[config.mk]
export PLATFORM = sky130hd
export DESIGN_NAME = cache_ram
export DESIGN_NICKNAME = d
export VERILOG_FILES = /design/src/hdl/cache_pkg.sv /design/src/hdl/cache_ram.sv
export SDC_FILE = /design/constraint.sdc
export NUM_CORES = 1
export LEC_CHECK = 0
export BUFFER_PORTS_ARGS = -buffer_cell sky130_fd_sc_hd__buf_2
export CAP_MARGIN = 20
export CORE_UTILIZATION = 61
export DETAILED_ROUTE_END_ITERATION = 12
export PLACE_DENSITY = 0.75
export SLEW_MARGIN = 20
export SYNTH_ARGS = -nofsm -noshare
export SYNTH_HDL_FRONTEND = slang
export SYNTH_SLANG_ARGS = --single-unit
[constraint.sdc]
create_clock -name CLK -period 2.35 [get_ports CLK]
set_input_delay 0.1175 -clock CLK [delete_from_list [all_inputs] [get_ports CLK]]
set_output_delay 0.1175 -clock CLK [all_outputs]
set_load 0.005 [all_outputs]
[src/hdl/cache_pkg.sv]
package cache_pkg;

	// Cache geometry
	localparam int WAYS       = 4;
	localparam int WAY_BITS   = 2;
	localparam int LINES      = 128;
	localparam int INDEX_BITS = 7;
	localparam int LINE_BEATS = 8;
	localparam int BEAT_BITS  = 3;

	typedef logic [WAY_BITS-1:0]   way_t;
	typedef logic [INDEX_BITS-1:0] index_t;

	// One valid bit per way
	typedef logic [WAYS-1:0] valid_t;

	// Rank 0 is the most recent and rank WAYS-1 the victim
	typedef logic [WAY_BITS-1:0] lru_rank_t;

endpackage

[src/hdl/cache_ram.sv]
`timescale 1ns/1ps

module cache_ram import cache_pkg::*; #(
	parameter type entry_t    = logic,
	parameter int  DEPTH_BITS = INDEX_BITS
) (
	input  logic   CLK,
	input  logic   we,
	input  index_t waddr,
	input  entry_t wdata,
	input  index_t raddr,
	output entry_t rdata
);

	entry_t mem [2**DEPTH_BITS];

	always_ff @(posedge CLK) begin
		if (we) begin
			mem[waddr] <= wdata;
		end
	end

	// Asynchronous read in the same cycle as the address
	assign rdata = mem[raddr];

endmodule

==> flow_summary.json, run 1 <==
{
  "slowest_stage": "mux4_2",
  "ant_nets": 0,
  "dp_hpwl_mm": 7.31,
  "max_stage_delay_ns": 0.52,
  "gr-usage-all-layers_pct": 26.6,
  "syn_nets": 411,
  "die_h_um": 98.7,
  "largest_reg_flops": 128,
  "fin_util_pct": 73.4,
  "dr_total_vias": 3475,
  "rsz0062_at_grt": "true",
  "drt_wl_total_mm": 11.7,
  "ys_seq_elements": 128,
  "hold_viol": 0,
  "coreArea_sq_um": 8890,
  "holdWs_ns": 0.0529,
  "grt_first_pass_wirelength_mm": 18.3,
  "power_mw": 5.34,
  "busiest_layer": "met2",
  "dp.cells": 514,
  "power_density_nw_per_um2": 818,
  "async_reset_ff_share_pct": 0,
  "hold_buffers": 0,
  "reg_top3": "mem (128)",
  "layout-drive-gt1-share_pct": 21.3,
  "grtUsageMet1_pct": 35.5,
  "gp_congestion": 0.790,
  "syn_inst": 394,
  "h-tree-depth": 4,
  "numCtsBuffers": 17,
  "status": "complete, but fails checks",
  "crit_path_end_kind": "primary output",
  "worst-path-max-fanout": 1,
  "post-route-min-period_ns": 2.63,
  "p_int_mw": 4.23,
  "final_area_sq_um": 6530,
  "num_rows": 34,
  "grt_max_degree": 97,
  "portBuffers": 17,
  "worstMarginPinSlew_ns": 0.735,
  "critPathKind": "reg2out",
  "switching_power_mw": 1.11,
  "syn2layout_area_growth_pct": 14.5,
  "avgSynthCellArea_sq_um": 14.5,
  "setup_viol": 1,
  "maxCapViolCount": 0,
  "initial_core_util_pct": 64.1,
  "hold_path_class": "in2reg",
  "place_area_sq_um": 5970,
  "first_global_vias": 3458,
  "seqPwrFrac_pct": 47.3,
  "synth-edff-count": 128,
  "avgRoutedWirePerCell_um": 21.6,
  "p_sw_share_pct": 20.7,
  "setup_slack_ns": -0.283,
  "crit_required_ns": 2.23,
  "drt-initial-drc-count": 371,
  "num_io_pins": 18,
  "n_fill_cell": 560,
  "overflow": 0,
  "p_comb_share_pct": 5.5,
  "fin_crit_sh_pct": 112,
  "ys_warn_count": 0,
  "violations": "setup timing",
  "root_buffer": "clkbuf_8",
  "firstDrtPassIters": 5,
  "die_x_um": 98.7,
  "pwr-share-clk_pct": 47.2,
  "crit_top_cell": "mux4_2",
  "cts_max_path_buffers": 2,
  "path_cells": "mux4_2 -> mux4_2 -> and3b_1 -> a31oi_1 -> nand4_1 -> buf_2",
  "diodes": 0,
  "via_per_inst": 6.38,
  "layout.cells.non_filler": 545,
  "multi_input_area_sq_um": 1740,
  "gr-usage-met3_pct": 6.10,
  "drcViolationCount": 0,
  "die_area_sq_um": 9730,
  "maxSlewViolCount": 0,
  "ir_worst_vdd_mv": 0.541,
  "fin_nets": 442,
  "gr-usage-met2_pct": 43.2,
  "cts_setup_buffers": 0,
  "crit_family": "multiplexers",
  "cp_num_buf_inv": 1,
  "maxSlewHeadroom_pct": 50.9,
  "leakage_nw": 2.07,
  "tns_ns": -0.283,
  "synth-seq-area-share_pct": 67.4,
  "cp_data_arrival_time_ns": 2.52,
  "top_register": "mem",
  "final-seq-area_sq_um": 3840,
  "grt_antenna_before_repair": 0,
  "start_kind": "register",
  "path_clk_slew_ns": 0.06,
  "synth_area_sq_um": 5700,
  "tritoncts": "yes",
  "pre_cts_slack_ns": 0.265,
  "fmax_mhz": 380,
  "yosys_most_used_dff": "edfxtp_1",
  "cts_sinks": 128,
  "ys_types": 29
}
-- layer usage --
metal,part of all wire [%],up-vias,wire (um)
li1,-,1538,-
met1,40,1732,4660
met2,50,186,5840
met3,8.8,19,1030
met4,1.8,0,216
met5,0,-,0
-- cell usage in the layout (no fill, tap or decap), types with 5 or more instances in the layout --
master,netlist,final
clkinv_2,0,5
nand2_1,15,15
mux2i_1,9,9
nand4_1,7,7
clkbuf_16,0,16
mux4_2,26,29
buf_4,1,15
edfxtp_1,128,128
nor2b_1,10,10
nor2_1,132,132
nand3_1,13,13
buf_2,6,17
-- cell type report --
cell class,count,area share [%]
timing repair buffer,34,3.64
clock buffer,19,6.46
multi-input combinational,243,26.7
sequential,128,58.9
tap,108,2.07
clock inverter,12,2.21
inverter,1,0.0575
-- power groups by stage --
stage	registers, mW	clock network (mW)	logic [mW]
2_1_floorplan	2.57	0	0.168
3_3_place_gp	2.57	0	0.284
3_5_place_dp	2.57	0	0.290
4_1_cts	2.52	2.53	0.291
5_1_grt	2.52	2.62	0.315
6_report	2.52	2.52	0.292
-- synth_stat cells, types with 2 or more instances --
cell type	count	share of area [%]
edfxtp_1	128	67
mux2i_1	9	1.6
nand4_1	7	0.77
nand2_1	15	0.99
nand3_1	13	1.1
nor2b_1	10	1.1
nor2_1	132	8.7
nand4b_1	2	0.31
buf_2	6	0.53
mux4_2	26	10
nand2b_1	3	0.33
nand3b_1	2	0.26
and3b_1	2	0.31
mux4_1	7	3.2
nor3_1	4	0.35
nor4_1	3	0.33
clkbuf_1	13	0.86
-- worst paths after layout --
kind                              start           endpoint  cells after the start  slack (ns)
worst min-delay path           waddr[1]  mem[81]$_DFFE_PP_                      2        0.05
worst max-delay path  mem[23]$_DFFE_PP_              rdata                      6       -0.28
-- kinds of logic (layout without fill, tap and decap cells) --
family,Yosys count,count (layout),synth area share [%]
buffers and inverters,23,66,1.84
flip-flops,128,128,67.4
AO/OA/AOI/OAI,5,5,0.659
AND/OR/NAND/NOR,196,196,15.0
multiplexers,42,42,15.1
-- repair_timing --
action / 4_1_cts / 5_1_grt
pin swaps: 2 / 1
setup endpoints to repair: 1 / 1
gates resized for setup: 0 / 3
No activity file was read; power rests on OpenSTA's default activity.
==> inputs of run 2 (changes only) <==
Settings changed: SKIP_CTS_REPAIR_TIMING from default to 1.
==> run 2 against run 1 <==
  * The run still ends with setup timing left
  * Design area unchanged
  * First-iteration DRC count up 1.1%
  * Count of clock-buffer cells in the layout is the same
  * Routed wire length grew 0.18%
  * Cell count unchanged
  * Clock power barely moved
  * Critical endpoint unchanged
==> flow_summary.json, run 2 (synthesized netlist as in run 1, its figures left out) <==
{
  "status": "complete, but fails checks",
  "violations": "setup timing",
  "worstMarginPinSlew_ns": 0.735,
  "drt-initial-drc-count": 375,
  "maxSlewHeadroom_pct": 50.9,
  "grt_max_degree": 97,
  "start_kind": "register",
  "power_density_nw_per_um2": 817,
  "layout_commonest_cell": "nor2_1",
  "grt_first_pass_wirelength_mm": 18.3,
  "syn2layout_area_growth_pct": 14.5,
  "final-seq-area_sq_um": 3840,
  "final_area_sq_um": 6530,
  "die_x_um": 98.7,
  "maxCapViolCount": 0,
  "switching_power_mw": 1.10,
  "drt_wl_total_mm": 11.8,
  "grt_antenna_before_repair": 0,
  "crit_required_ns": 2.23,
  "setup_viol": 1,
  "tritoncts": "yes",
  "ir_worst_vdd_mv": 0.541,
  "initial_core_util_pct": 64.1,
  "num_io_pins": 18,
  "overflow": 0,
  "hold_viol": 0,
  "leakage_nw": 2.07,
  "gr-usage-all-layers_pct": 26.6,
  "numCtsBuffers": 17,
  "dp.cells": 514,
  "die_h_um": 98.7,
  "holdWs_ns": 0.0530,
  "first_global_vias": 3458,
  "reg_top3": "mem (128)",
  "gp_congestion": 0.790,
  "layout-drive-gt1-share_pct": 21.3,
  "fin_crit_sh_pct": 113,
  "top_register": "mem",
  "worst-path-max-fanout": 1,
  "avgRoutedWirePerCell_um": 21.6,
  "cp_data_arrival_time_ns": 2.53,
  "firstDrtPassIters": 5,
  "pwr-share-clk_pct": 47.2,
  "layout.cells.non_filler": 545,
  "num_rows": 34,
  "path_clk_slew_ns": 0.06,
  "cts_sinks": 128,
  "root_buffer": "clkbuf_8",
  "hold_path_class": "in2reg",
  "setup_slack_ns": -0.296,
  "critPathKind": "reg2out",
  "p_int_mw": 4.23,
  "n_fill_cell": 560,
  "via_per_inst": 6.37,
  "largest_reg_flops": 128,
  "h-tree-depth": 4,
  "crit_path_end_kind": "primary output",
  "cts_max_path_buffers": 2,
  "drcViolationCount": 0,
  "tns_ns": -0.296,
  "p_comb_share_pct": 5.5,
  "multi_input_area_sq_um": 1740,
  "die_area_sq_um": 9730,
  "fmax_mhz": 378,
  "place_area_sq_um": 5970,
  "post-route-min-period_ns": 2.65,
  "pre_cts_slack_ns": 0.265,
  "fin_util_pct": 73.4,
  "coreArea_sq_um": 8890,
  "dr_total_vias": 3474,
  "fin_nets": 442,
  "diodes": 0,
  "dp_hpwl_mm": 7.31,
  "power_mw": 5.33,
  "seqPwrFrac_pct": 47.3,
  "ant_nets": 0,
  "rsz0062_at_grt": "true",
  "maxSlewViolCount": 0,
  "layout_common_cells": "132 x nor2_1, 128 x edfxtp_1, 29 x mux4_2",
  "portBuffers": 17,
  "p_sw_share_pct": 20.7
}
[run 2: cell counts in the layout (fill, tap and decap cells not counted)]
No cell type changed its count.
[run 2: area by class of cell]
type,instances,share of cell area [%]
Clock buffer,19,6.46
Clock inverter,12,2.21
Inverter,1,0.0575
Multi-Input combinational cell,243,26.7
Sequential cell,128,58.9
Tap cell,108,2.07
Timing Repair Buffer,34,3.64
[run 2: power groups by stage]
stage               Sequential (mW)  Clock [mW]  Combinational [mW]
floorplan                      2.57           0               0.168
global placement               2.57           0               0.284
detailed placement             2.57           0               0.290
CTS                            2.52        2.53               0.291
global route                   2.52        2.62               0.315
finish                         2.52        2.52               0.292
[run 2: path summary, 6_finish.rpt]
check | from | end | depth (start not counted)
hold / removal | waddr[1] | mem[81]$_DFFE_PP_ | 2
setup / recovery | mem[23]$_DFFE_PP_ | rdata | 6
[run 2: worst max-delay path, stage by stage (launching register included)]
cell and delay, ns:
edfxtp_1 0.38, mux4_2 0.49, mux4_2 0.51, and3b_1 0.19
a31oi_1 0.16, nand4_1 0.12, buf_2 0.15
[run 2: per-layer routing]
metal | GRT usage [%] | vias up | wire [um]
met5 | 0 | - | 0
met4 | 10.6 | 0 | 220
met3 | 6.10 | 23 | 969
met2 | 43.2 | 168 | 5850
met1 | 35.5 | 1745 | 4740
li1 | - | 1538 | -
