File: src/hdl/cache_pkg.sv
package cache_pkg;

	// Cache geometry
	localparam int WAYS       = 4;
	localparam int WAY_BITS   = 2;
	localparam int LINES      = 128;
	localparam int INDEX_BITS = 7;
	localparam int LINE_BEATS = 8;
	localparam int BEAT_BITS  = 3;

	typedef logic [WAY_BITS-1:0]   way_t;
	typedef logic [INDEX_BITS-1:0] index_t;

	// One valid bit per way
	typedef logic [WAYS-1:0] valid_t;

	// Rank 0 is the most recent and rank WAYS-1 the victim
	typedef logic [WAY_BITS-1:0] lru_rank_t;

endpackage

File: src/hdl/cache_ctrl.sv
`timescale 1ns/1ps

module cache_ctrl import cache_pkg::*; #(
	parameter int ADDR_BITS = 24
) (
	input  logic                                  CLK,
	input  logic                                  reset,
	input  logic [29:0]                           cpu_addr,
	input  logic [31:0]                           cpu_din,
	input  logic [3:0]                            cpu_be,
	input  logic [3:0]                            cpu_burstcnt,
	input  logic                                  cpu_rd,
	input  logic                                  cpu_we,
	output logic                                  cpu_dout_ready,
	output logic                                  cpu_busy,
	output logic [ADDR_BITS:0]                    ddr_addr,
	output logic [63:0]                           ddr_din,
	output logic [7:0]                            ddr_be,
	output logic [7:0]                            ddr_burstcnt,
	output logic                                  ddr_rd,
	output logic                                  ddr_we,
	input  logic [63:0]                           ddr_dout,
	input  logic                                  ddr_dout_ready,
	input  logic                                  ddr_busy,
	output index_t                                index,
	output logic                                  tag_we,
	input  logic [ADDR_BITS-INDEX_BITS-BEAT_BITS:0] tags_rd [WAYS],
	input  valid_t                                valid_rd,
	output valid_t                                valid_wd,
	output logic                                  valid_we,
	output logic [WAYS-1:0]                       data_we,
	output logic [INDEX_BITS+BEAT_BITS-1:0]       data_waddr,
	output logic [63:0]                           data_wdata,
	output logic [7:0]                            data_wbe,
	output logic [INDEX_BITS+BEAT_BITS:0]         data_raddr,
	output way_t                                  sel_way,
	output logic                                  lru_init,
	output logic                                  lru_hit,
	input  way_t                                  victim
);

	localparam int TAG_BITS = ADDR_BITS + 1 - INDEX_BITS - BEAT_BITS;

	typedef enum logic [2:0] {
		sweep,
		idle,
		write_one,
		lookup,
		fill,
		tag_write
	} state_t;

	state_t               state;
	index_t               sweep_cnt;
	logic [ADDR_BITS:0]   read_addr;
	logic                 half;
	logic [3:0]           burst_left;
	logic [BEAT_BITS-1:0] fill_cnt;
	logic [TAG_BITS-1:0]  req_tag;
	logic [WAYS-1:0]      hit_vec;
	way_t                 hit_way;

	assign req_tag = read_addr[ADDR_BITS -: TAG_BITS];

	// Tag compare on all ways
	always_comb begin
		hit_vec = '0;
		hit_way = '0;
		for (int w = 0; w < WAYS; w++) begin
			if (valid_rd[w] && (tags_rd[w] == req_tag)) begin
				hit_vec[w] = 1'b1;
				hit_way    = way_t'(w);
			end
		end
	end

	assign cpu_busy = (state != idle) || ddr_busy;
	assign lru_init = (state == sweep);
	assign lru_hit  = cpu_dout_ready;
	assign tag_we   = (state == tag_write);
	assign valid_we = (state == sweep) || (state == tag_write);
	assign valid_wd = (state == sweep) ? '0 : (valid_rd | (valid_t'(1) << sel_way));
	assign index    = (state == sweep) ? sweep_cnt : read_addr[BEAT_BITS +: INDEX_BITS];

	// Fill beats go to the victim and write hits to the matching way
	always_comb begin
		data_we = '0;
		if (state == write_one) begin
			data_we = hit_vec;
		end else if ((state == fill) && ddr_dout_ready) begin
			data_we[sel_way] = 1'b1;
		end
	end

	assign data_waddr = {read_addr[BEAT_BITS +: INDEX_BITS],
		(state == fill) ? fill_cnt : read_addr[BEAT_BITS-1:0]};
	assign data_wdata = (state == fill) ? ddr_dout : ddr_din;
	assign data_wbe   = (state == fill) ? 8'hFF : ddr_be;

	always_ff @(posedge CLK) begin
		if (reset) begin
			state          <= sweep;
			sweep_cnt      <= '0;
			ddr_rd         <= 1'b0;
			ddr_we         <= 1'b0;
			cpu_dout_ready <= 1'b0;
		end else begin
			cpu_dout_ready <= 1'b0;

			// Commands stay up until memory takes them
			if (!ddr_busy) begin
				ddr_rd <= 1'b0;
				ddr_we <= 1'b0;
			end

			case (state)
				sweep: begin
					sweep_cnt <= sweep_cnt + 1'b1;
					if (sweep_cnt == index_t'(LINES - 1)) begin
						state <= idle;
					end
				end

				idle: begin
					if (!ddr_busy && (cpu_rd || cpu_we)) begin
						read_addr  <= cpu_addr[ADDR_BITS+1:1];
						half       <= cpu_addr[0];
						burst_left <= cpu_burstcnt;
						if (cpu_rd) begin
							state <= lookup;
						end else begin
							ddr_addr     <= cpu_addr[ADDR_BITS+1:1];
							ddr_din      <= {cpu_din, cpu_din};
							ddr_be       <= cpu_addr[0] ? {cpu_be, 4'h0} : {4'h0, cpu_be};
							ddr_burstcnt <= 8'd1;
							ddr_we       <= 1'b1;
							state        <= write_one;
						end
					end
				end

				write_one: begin
					state <= idle;
				end

				lookup: begin
					if (|hit_vec) begin
						cpu_dout_ready <= 1'b1;
						sel_way        <= hit_way;
						data_raddr     <= {read_addr[INDEX_BITS+BEAT_BITS-1:0], half};
						if (burst_left > 4'd1) begin
							burst_left <= burst_left - 1'b1;
							half       <= ~half;
							if (half) begin
								read_addr <= read_addr + 1'b1;
							end
						end else begin
							state <= idle;
						end
					end else begin
						// Miss fetches the whole line into the LRU way
						ddr_addr     <= {read_addr[ADDR_BITS:BEAT_BITS], {BEAT_BITS{1'b0}}};
						ddr_burstcnt <= 8'(LINE_BEATS);
						ddr_rd       <= 1'b1;
						sel_way      <= victim;
						fill_cnt     <= '0;
						state        <= fill;
					end
				end

				fill: begin
					if (ddr_dout_ready) begin
						fill_cnt <= fill_cnt + 1'b1;
						if (fill_cnt == BEAT_BITS'(LINE_BEATS - 1)) begin
							state <= tag_write;
						end
					end
				end

				tag_write: begin
					state <= lookup;
				end

				default: begin
					state <= idle;
				end
			endcase
		end
	end

endmodule

File: config.mk
export PLATFORM = sky130hd
export DESIGN_NAME = cache_ctrl
export DESIGN_NICKNAME = d
export VERILOG_FILES = /design/src/hdl/cache_pkg.sv /design/src/hdl/cache_ctrl.sv
export SDC_FILE = /design/constraint.sdc
export NUM_CORES = 1
export LEC_CHECK = 0
export ABC_AREA = 1
export ABC_CLOCK_PERIOD_IN_PS = 6100
export BUFFER_PORTS_ARGS = -buffer_cell sky130_fd_sc_hd__buf_2
export CORE_AREA = 2 2 169 171
export CTS_CLUSTER_SIZE = 8
export DETAILED_ROUTE_END_ITERATION = 8
export DIE_AREA = 0 0 171 173
export SYNTH_ARGS = -nofsm -noshare
export SYNTH_HDL_FRONTEND = slang
export SYNTH_SLANG_ARGS = --single-unit
File: constraint.sdc
create_clock -name CLK -period 6.1 [get_ports CLK]
set_input_delay 0.305 -clock CLK [delete_from_list [all_inputs] [get_ports CLK]]
set_output_delay 0.305 -clock CLK [all_outputs]
set_load 0.005 [all_outputs]
==> results of run 1 <==
power by group through the flow:
stage	registers [uW]	logic [uW]	clock network (uW)
2_1_floorplan	1100	437	0
3_3_place_gp	1130	747	0
3_5_place_dp	1130	757	0
4_1_cts	1110	760	1100
5_1_grt	1120	836	1140
6_report	1110	752	1080
metal layers:
metal | track usage [%] | wire (um)
met5 | 0 | 0
met4 | 9.00 | 990
met3 | 5.45 | 2640
met2 | 38.8 | 16900
met1 | 27.6 | 14000
cell usage after synthesis (all sizes together):
cell type | count | share of area [%]
a211oi | 1 | 0.096
a21oi | 11 | 0.85
a31o | 2 | 0.22
a31oi | 1 | 0.080
a32o | 1 | 0.13
buf | 71 | 6.3
clkbuf | 10 | 0.48
clkinv | 2 | 0.096
conb | 1 | 0.048
dfxtp | 13 | 3.3
edfxtp | 113 | 43
ha | 6 | 0.96
inv | 129 | 6.2
mux2i | 1 | 0.13
nand2 | 449 | 22
nand3 | 35 | 2.5
nand4 | 7 | 0.64
nor2 | 85 | 4.8
nor3 | 14 | 1.0
nor4 | 4 | 0.40
o211ai | 10 | 1.0
o21a | 3 | 0.29
o21ai | 55 | 3.5
o21bai | 1 | 0.096
o221ai | 1 | 0.11
o22ai | 1 | 0.080
o32ai | 1 | 0.11
or2 | 10 | 0.80
xnor2 | 2 | 0.22
per-stage QoR:
| stage | cells | cell area (um^2) |
|---|---|---|
| floorplan | 1045 | 7830 |
| global placement | 1765 | 9930 |
| detailed placement | 1765 | 9930 |
| CTS | 1797 | 10500 |
| global route | 1803 | 10500 |
| finish | 1805 | 10600 |
sequential cells by signal, indices dropped and copies added, names as in the netlist, 4 cells and up:
register    cells
ddr_addr       25
ddr_be          8
read_addr      25
data_raddr     11
sweep_cnt       7
burst_left      4
ddr_din        32
how the worst max path moves through the flow:
stage,endpoint,from,cells after the start,slack (ns)
2_1_floorplan,ddr_be[0]$_SDFFCE_PP0P_,state[0]$_SDFFE_PP0P_,6,0.88
3_3_place_gp,read_addr[7]$_DFFE_PP_,read_addr[13]$_DFFE_PP_,13,2.72
3_5_place_dp,read_addr[7]$_DFFE_PP_,read_addr[13]$_DFFE_PP_,13,2.68
4_1_cts,read_addr[2]$_DFFE_PP_,read_addr[13]$_DFFE_PP_,13,2.63
5_1_grt,read_addr[2]$_DFFE_PP_,read_addr[13]$_DFFE_PP_,13,2.50
6_report,read_addr[2]$_DFFE_PP_,read_addr[13]$_DFFE_PP_,13,2.65
worst max-delay path, delay by kind of cell (launching register included):
family / cells / cell delay, ns
compound gates: 1 / 0.10
simple gates: 10 / 1.82
buf+inv: 2 / 0.58
flops: 1 / 0.62
area by class of cell:
cell class	count	area share, %
clock inverter	15	1.67
inverter	131	4.66
tap	378	4.48
antenna	8	0.190
timing repair buffer	423	20.2
clock buffer	17	4.03
multi-input combinational	707	30.1
sequential	126	34.6
logic make-up (layout without fill, tap and decap cells):
logic type | count (synthesis) | count (layout) | synth area share (%)
other | 1 | 14 | 0.0480
adder cells (fa/ha/maj) | 6 | 6 | 0.962
AO/OA/AOI/OAI | 88 | 88 | 6.62
multiplexers | 1 | 1 | 0.128
buffers and inverters | 212 | 586 | 13.1
flip-flops | 126 | 126 | 46.8
XOR/XNOR | 2 | 2 | 0.224
AND/OR/NAND/NOR | 604 | 604 | 32.1
layout by cell type, fill, tap and decap left out, drive strengths merged, types with 3 or more instances in the layout:
cell type / count
nand2: 449
inv: 137
nor3: 14
o21ai: 55
clkinv: 7
a21oi: 11
o21a: 3
nand4: 7
nor4: 4
conb: 6
ha: 6
or2: 10
diode: 8
o211ai: 10
nand3: 35
buf: 423
dfxtp: 13
clkbuf: 17
nor2: 85
edfxtp: 113
==> impl_metrics.toml, run 1 <==
[sta]
hold-worst-slack_ns = 0.0454
period_share_pct = 56.6
final-max-slew-violation-count = 0
fin_skew_ns = 0.0130
setup_ws_ns = 2.65
tns_ns = 0
rsz0062_at_grt = "false"
max_clock_freq_ghz = 0.290
period_minus_slack_ns = 3.45
hold_viol_final = 0
slew_headroom_pct = 20.8
worst_pin_slew_ns = 1.18
setup_violations = 0

[clock_network]
postCtsSetupBuffers = 0
cts_resized = 0
cts_buffers = 17
cts_hold_buf = 0
root_buffer = "clkbuf_16"
cts_sinks = 126
clk_latency_ns = 0.43
tritoncts = "yes"
path_clk_slew_ns = 0.07
cts_buffer_depth = 2
h-tree-depth = 4

[yosys]
synth-seq-area-share_pct = 46.8
syn_inst = 1040
syn_area_per_cell_um2 = 7.51
synth_area_um2 = 7810
synth_warnings = 0
synth-seq-cells = 126
ys_types = 44

[critical_path]
cpPeakStageDelay_ns = 0.93
crit_top_cell = "nand2_1"
cp.required_ns = 6.21
end_kind = "register"
worst-r2r-setup-slack_ns = 2.65
worstPathArrival_ns = 3.57
crit_fanout = 15
r2r_start = "read_addr[13]$_DFFE_PP_"
worstPathCellList = "inv_2, nand2_1, nand2_1, nor2_1, nand2_1, nor2_1, nand2_2, nand2_4, nor2_4, nand2_2, o21ai_1, nor3_2, buf_4"
r2r.worst_path.cells = 13
r2r-end = "read_addr[2]$_DFFE_PP_"
slowest_stage = "nor3_2"
critPathKind = "reg2reg"
setup.worst_path.start_class = "register"

[pwr]
power_per_cell_area_nw_per_um2 = 279
p_sw_uw = 1020
ir_worst_vdd_v = 0.000201
pwr-share-seq_pct = 37.8
power.total_uw = 2940
p_sw_share_pct = 34.7
p_leak_uw = 0.00536
clkPwrFrac_pct = 36.6
intPower_uw = 1920
combPwrFrac_pct = 25.5

[placement]
post-place-ws_ns = 2.68
place_congestion = 0.955
port_buffers = 418
dp_hpwl_mm = 28.1

[layout]
multi_input_area_um2 = 3180
drive_gt1_share_pct = 37.1
nFillCells = 2965
seqCellArea_um2 = 3650
fin_nets = 1618
syn_to_final_growth_pct = 35.1
fin_util_pct = 38.2

[worst_hold_path]
hold_end = "ddr_din[57]$_DFFE_PP_"
hold_path_depth = 1
hold_path_class = "in2reg"
hp-start = "cpu_din[25]"

[drt]
ant_nets = 0
drtIter0Drc = 534
drcViolationCount = 0
routedWlPerCell_um = 19.2
vias_per_cell = 4.53
wirelength_mm = 34.6
dr.pass1.iters = 5
vias = 8175

[global_route]
antenna_found_initial = 17
grt_pass1_vias = 7516
grt-ovfl-total = 0
grt_pass1_wl_mm = 48.9
track_usage_pct = 22.8
grt_max_degree = 76

[floorplan]
die_w_um = 171
core_um2 = 27600
ios = 429
die_h_um = 173
die-area_um2 = 29600
initial_utilization_pct = 28.3
rows = 61

[job]
maxCapViolations = 0

[outcome]
status = "finished, final reports clean"
Note: power is estimated with default switching activity, not from simulation.
==> inputs of run 2 (changes only) <==
--- a/config.mk
+++ b/config.mk
@@ -6,7 +6,7 @@
 export NUM_CORES = 1
 export LEC_CHECK = 0
 export ABC_AREA = 1
-export ABC_CLOCK_PERIOD_IN_PS = 6100
+export ABC_CLOCK_PERIOD_IN_PS = 3600
 export BUFFER_PORTS_ARGS = -buffer_cell sky130_fd_sc_hd__buf_2
 export CORE_AREA = 2 2 169 171
 export CTS_CLUSTER_SIZE = 8
==> constraint.sdc (replaced) <==
create_clock -name CLK -period 3.6 [get_ports CLK]
set_input_delay 0.18 -clock CLK [delete_from_list [all_inputs] [get_ports CLK]]
set_output_delay 0.18 -clock CLK [all_outputs]
set_load 0.005 [all_outputs]
==> impl_metrics.toml, run 2 (synthesis gave the netlist of run 1 again) <==
[outcome]
status = "finished, final reports clean"

[layout]
final_cell_mix = "440 x nand2_1, 418 x buf_2, 113 x edfxtp_1"
drive_gt1_share_pct = 36.3
syn_to_final_growth_pct = 39.7
mostFrequentLayoutCell = "nand2_1"
regMostFlops = "ddr_din"
largest_register_ffs = 32
nFillCells = 2924
fin_nets = 1653
reg_top3 = "ddr_din (32), ddr_addr (25), read_addr (25)"

[global_route]
antenna_found_initial = 13
grt_pass1_wl_mm = 48.2
grt_max_degree = 76
track_usage_pct = 22.4
grt_pass1_vias = 7894
grt-ovfl-total = 0

[worst_hold_path]
hold_path_depth = 3
hp-start = "victim[1]"
hold_path_class = "in2reg"

[critical_path]
end_kind = "register"
r2r.worst_path.cells = 12
crit_start = "read_addr[13]$_DFFE_PP_"
worstPathArrival_ns = 2.82
crit_fanout = 9
cp.required_ns = 3.64
critPathKind = "reg2reg"
r2r_start = "read_addr[13]$_DFFE_PP_"
setup.worst_path.start_class = "register"

[sta]
hold_viol_final = 0
period_minus_slack_ns = 2.77
setup_violations = 0
slew_headroom_pct = 42.9
fin_skew_ns = 0.0133
worst_pin_slew_ns = 0.854
period_share_pct = 77.0
max_clock_freq_ghz = 0.361
rsz0062_at_grt = "false"
setup_ws_ns = 0.828
tns_ns = 0
final-max-slew-violation-count = 0

[drt]
wirelength_mm = 34.1
dr.pass1.iters = 5
drtIter0Drc = 459
vias_per_cell = 4.51
vias = 8280
ant_nets = 0
routedWlPerCell_um = 18.6
drcViolationCount = 0

[placement]
dp_hpwl_mm = 27.8
port_buffers = 418
post-place-ws_ns = 0.870
place_congestion = 0.965

[floorplan]
ios = 429
rows = 61
initial_utilization_pct = 28.3
die-area_um2 = 29600
die_w_um = 171
core_um2 = 27600
die_h_um = 173

[pwr]
power_per_cell_area_nw_per_um2 = 461
ir_worst_vdd_v = 0.000273
p_leak_uw = 0.00551

[clock_network]
cts_buffers = 17
h-tree-depth = 4
postCtsSetupBuffers = 0
clk_latency_ns = 0.42
cts_sinks = 126
path_clk_slew_ns = 0.06
root_buffer = "clkbuf_16"
tritoncts = "yes"
cts_buffer_depth = 2
cts_resized = 0

[job]
maxCapViolations = 0
==> run 2: cell count changes in the layout (fill, tap and decap cells not counted), sizes merged <==
cell and change:
dlygate4sd3 +32, inv -5, diode -4, buf +3
clkbuf +3, bufinv +1, clkinvlp +1
==> run 2: final cells by class <==
| cell class | instances | area (um^2) | area share (%) |
|---|---|---|---|
| Inverter | 131 | 492 | 4.51 |
| Timing Repair Buffer | 458 | 2470 | 22.7 |
| Sequential cell | 126 | 3650 | 33.5 |
| Antenna cell | 4 | 10.0 | 0.0918 |
| Tap cell | 378 | 473 | 4.34 |
| Multi-Input combinational cell | 707 | 3190 | 29.2 |
| Clock buffer | 20 | 457 | 4.19 |
| Clock inverter | 12 | 159 | 1.46 |
==> run 2: power by group <==
| part | total, uW | switching (uW) | internal (uW) |
|---|---|---|---|
| clock | 1850 | 710 | 1130 |
| combinational | 1300 | 822 | 474 |
| sequential | 1890 | 127 | 1760 |
| total | 5030 | 1660 | 3370 |
==> run 2: worst paths after layout <==
| check | slack (ns) | to |
|---|---|---|
| worst max-delay path | 0.83 | burst_left[2]$_DFFE_PP_ |
| worst min-delay path | 0.04 | sel_way[1]$_DFFE_PP_ |
| worst min register to register | 0.50 | ddr_rd$_SDFF_PP0_ |
| worst max register to register | 0.83 | burst_left[2]$_DFFE_PP_ |
==> run 2: critical path: stages, from the launching register on <==
cell and delay, ns:
edfxtp_1 0.61, inv_2 0.16, nand2_1 0.09, nand2_1 0.05
nor2_1 0.09, nand2_1 0.06, nor2_1 0.23, nand2_2 0.12
nand2_4 0.11, nor2_4 0.07, nand2_2 0.06, o21ai_1 0.10
nor3_1 0.65
==> run 2: timing repair <==
item / CTS / global route
hold buffers: 32 / 0
endpoints found under the setup margin: 0 / 0
endpoints found under the hold margin: 32 / 0
==> run 2: routing by layer <==
| layer | wire [um] | vias to the layer above | share of wire [%] | global-route usage [%] |
|---|---|---|---|---|
| li1 | - | 4041 | - | - |
| met1 | 13200 | 3793 | 39 | 25.8 |
| met2 | 17100 | 390 | 50 | 40.1 |
| met3 | 2890 | 48 | 8.5 | 5.72 |
| met4 | 812 | 8 | 2.4 | 7.63 |
| met5 | 48 | - | 0.14 | 0 |
==> run 2: metrics by stage <==
step                total power [uW]  instance area, um^2  utilization [%]  cells  hold slack [ns]
floorplan                       2600                 7830                -   1045            0.279
global placement                3180                 9960             36.0   1768            0.357
detailed placement              3200                 9960             36.0   1768            0.359
CTS                             5100                10900             39.4   1832           0.0166
global route                    5300                10900             39.4   1833           0.0379
finish                          5030                10900             39.5   1836           0.0423
==> inputs of run 3 (changes only) <==
--- a/config.mk
+++ b/config.mk
@@ -6,12 +6,12 @@
 export NUM_CORES = 1
 export LEC_CHECK = 0
 export ABC_AREA = 1
-export ABC_CLOCK_PERIOD_IN_PS = 3600
+export ABC_CLOCK_PERIOD_IN_PS = 2500
 export BUFFER_PORTS_ARGS = -buffer_cell sky130_fd_sc_hd__buf_2
-export CORE_AREA = 2 2 169 171
+export CORE_AREA = 2 2 168 170
 export CTS_CLUSTER_SIZE = 8
 export DETAILED_ROUTE_END_ITERATION = 8
-export DIE_AREA = 0 0 171 173
+export DIE_AREA = 0 0 170 172
 export SYNTH_ARGS = -nofsm -noshare
 export SYNTH_HDL_FRONTEND = slang
 export SYNTH_SLANG_ARGS = --single-unit
==> constraint.sdc (replaced) <==
create_clock -name CLK -period 2.5 [get_ports CLK]
set_input_delay 0.125 -clock CLK [delete_from_list [all_inputs] [get_ports CLK]]
set_output_delay 0.125 -clock CLK [all_outputs]
set_load 0.005 [all_outputs]
==> impl_metrics.toml, run 3 (synthesis gave the netlist of run 1 again) <==
[outcome]
status = "finished, final reports clean"

[clock_network]
tritoncts = "yes"
root_buffer = "clkbuf_16"
h-tree-depth = 4
cts_buffers = 17
clk_latency_ns = 0.43
cts_sinks = 126
path_clk_slew_ns = 0.07
cts_buffer_depth = 2

[sta]
period_share_pct = 93.3
fin_skew_ns = 0.0121
rsz0062_at_grt = "false"
hold-worst-slack_ns = 0.0134
worst_pin_slew_ns = 0.778
final-max-slew-violation-count = 0
slew_headroom_pct = 47.6
hold_viol_final = 0
setup_ws_ns = 0.167
setup_violations = 0
period_minus_slack_ns = 2.33
max_clock_freq_ghz = 0.429

[worst_hold_path]
hold_path_depth = 3
hold_path_class = "in2reg"
hp-start = "cpu_burstcnt[1]"
hold_end = "burst_left[1]$_DFFE_PP_"

[pwr]
ir_worst_vdd_v = 0.000449
intPower_uw = 4830
clkPwrFrac_pct = 35.3
power_per_cell_area_nw_per_um2 = 647
pwr-share-seq_pct = 36.8
p_leak_uw = 0.00571
p_sw_share_pct = 33.9
power.total_uw = 7310
p_sw_uw = 2470
combPwrFrac_pct = 28.0

[layout]
largest_register_ffs = 32
regMostFlops = "ddr_din"
final_area_um2 = 11300
mostFrequentLayoutCell = "nand2_1"
final_cell_mix = "440 x nand2_1, 418 x buf_2, 113 x edfxtp_1"
drive_gt1_share_pct = 37.4
fin_nets = 1695
syn_to_final_growth_pct = 44.7
fin_util_pct = 41.1
reg_top3 = "ddr_din (32), ddr_addr (25), read_addr (25)"

[drt]
dr.pass1.iters = 6
routedWlPerCell_um = 18.3
drcViolationCount = 0
vias = 8517
drtIter0Drc = 691
ant_nets = 0
wirelength_mm = 33.8
vias_per_cell = 4.61

[critical_path]
worst-r2r-setup-slack_ns = 0.17
crit_fanout = 9
end_kind = "register"
r2r-end = "burst_left[0]$_DFFE_PP_"
cp.required_ns = 2.64
critPathKind = "reg2reg"
slowest_stage = "edfxtp_1"
setup.worst_path.start_class = "register"
r2r_start = "read_addr[13]$_DFFE_PP_"
worstPathArrival_ns = 2.47
r2r.worst_path.cells = 13
cpPeakStageDelay_ns = 0.57
crit_top_cell = "nand2_1"
worstPathCellList = "inv_2, nand2_1, nand2_1, nor2_1, nand2_1, nor2_1, nand2_2, nand2_4, nor2_4, nand2_2, o21ai_1, nor3_1, buf_4"

[global_route]
track_usage_pct = 22.1
grt_max_degree = 76
antenna_found_initial = 17
grt_pass1_wl_mm = 46.9
grt-ovfl-total = 0
grt_pass1_vias = 7762

[placement]
placed_area_um2 = 10200
dp_hpwl_mm = 27.4
post-place-ws_ns = 0.145
place_congestion = 0.941
port_buffers = 418

[floorplan]
ios = 429
die-area_um2 = 29200
rows = 61
die_h_um = 172
die_w_um = 170
initial_utilization_pct = 28.4
core_um2 = 27500

[job]
maxCapViolations = 0
run 3: cell count changes in the layout (fill, tap and decap cells not counted), moves of 3 or more:
cell,previous run,this run
clkinv_4,2,5
buf_12,0,6
dlygate4sd3_1,32,45
buf_4,8,31
diode_2,4,7
run 3: per-layer routing:
metal  GRT usage (%)  part of all wire (%)
met1            26.4                    40
met2            38.6                    50
met3            5.29                   8.0
met4            8.32                   2.8
met5               0                 0.080
run 3: final cells by class:
class / count / area [um^2]
Fill cell: 2880 / 16200
Clock buffer: 17 / 425
Timing Repair Buffer: 500 / 2900
Antenna cell: 7 / 17.5
Multi-Input combinational cell: 707 / 3200
Sequential cell: 126 / 3650
Inverter: 131 / 492
Clock inverter: 15 / 176
Tap cell: 346 / 433
run 3: per-stage QoR:
step | instances | TNS, ns
finish | 1849 | 0
global placement | 1758 | 0
CTS | 1835 | 0
floorplan | 1045 | -0.856
detailed placement | 1758 | 0
global route | 1848 | 0
run 3: worst max-delay path by stage:
| stage | slack [ns] | to | from |
|---|---|---|---|
| floorplan | -0.02 | ddr_be[0]$_SDFFCE_PP0P_ | state[0]$_SDFFE_PP0P_ |
| global placement | 0.15 | burst_left[1]$_DFFE_PP_ | read_addr[13]$_DFFE_PP_ |
| detailed placement | 0.15 | burst_left[0]$_DFFE_PP_ | read_addr[13]$_DFFE_PP_ |
| CTS | 0.11 | burst_left[0]$_DFFE_PP_ | read_addr[13]$_DFFE_PP_ |
| global route | 0.003 | burst_left[0]$_DFFE_PP_ | read_addr[13]$_DFFE_PP_ |
| finish | 0.17 | burst_left[0]$_DFFE_PP_ | read_addr[13]$_DFFE_PP_ |
run 3: repair_timing:
item,4_1_cts,5_1_grt
hold endpoints to repair,47,0
gates resized for setup,0,1
hold buffers,45,0
endpoints found under the setup margin,0,30
setup buffers,0,7
run 3: power groups by stage:
stage                     combinational, uW  sequential, uW  clock (uW)
after CTS                              2030            2690        2650
after floorplan                        1090            2670           0
final                                  2040            2690        2580
after global routing                   2270            2710        2710
after detailed placement               1970            2730           0
after global placement                 1950            2730           0
run 3: critical path: cells and delay by family (launching register included):
family	cells	cell delay (ns)
compound gates	1	0.11
buf+inv	2	0.31
flops	1	0.57
simple gates	10	1.05
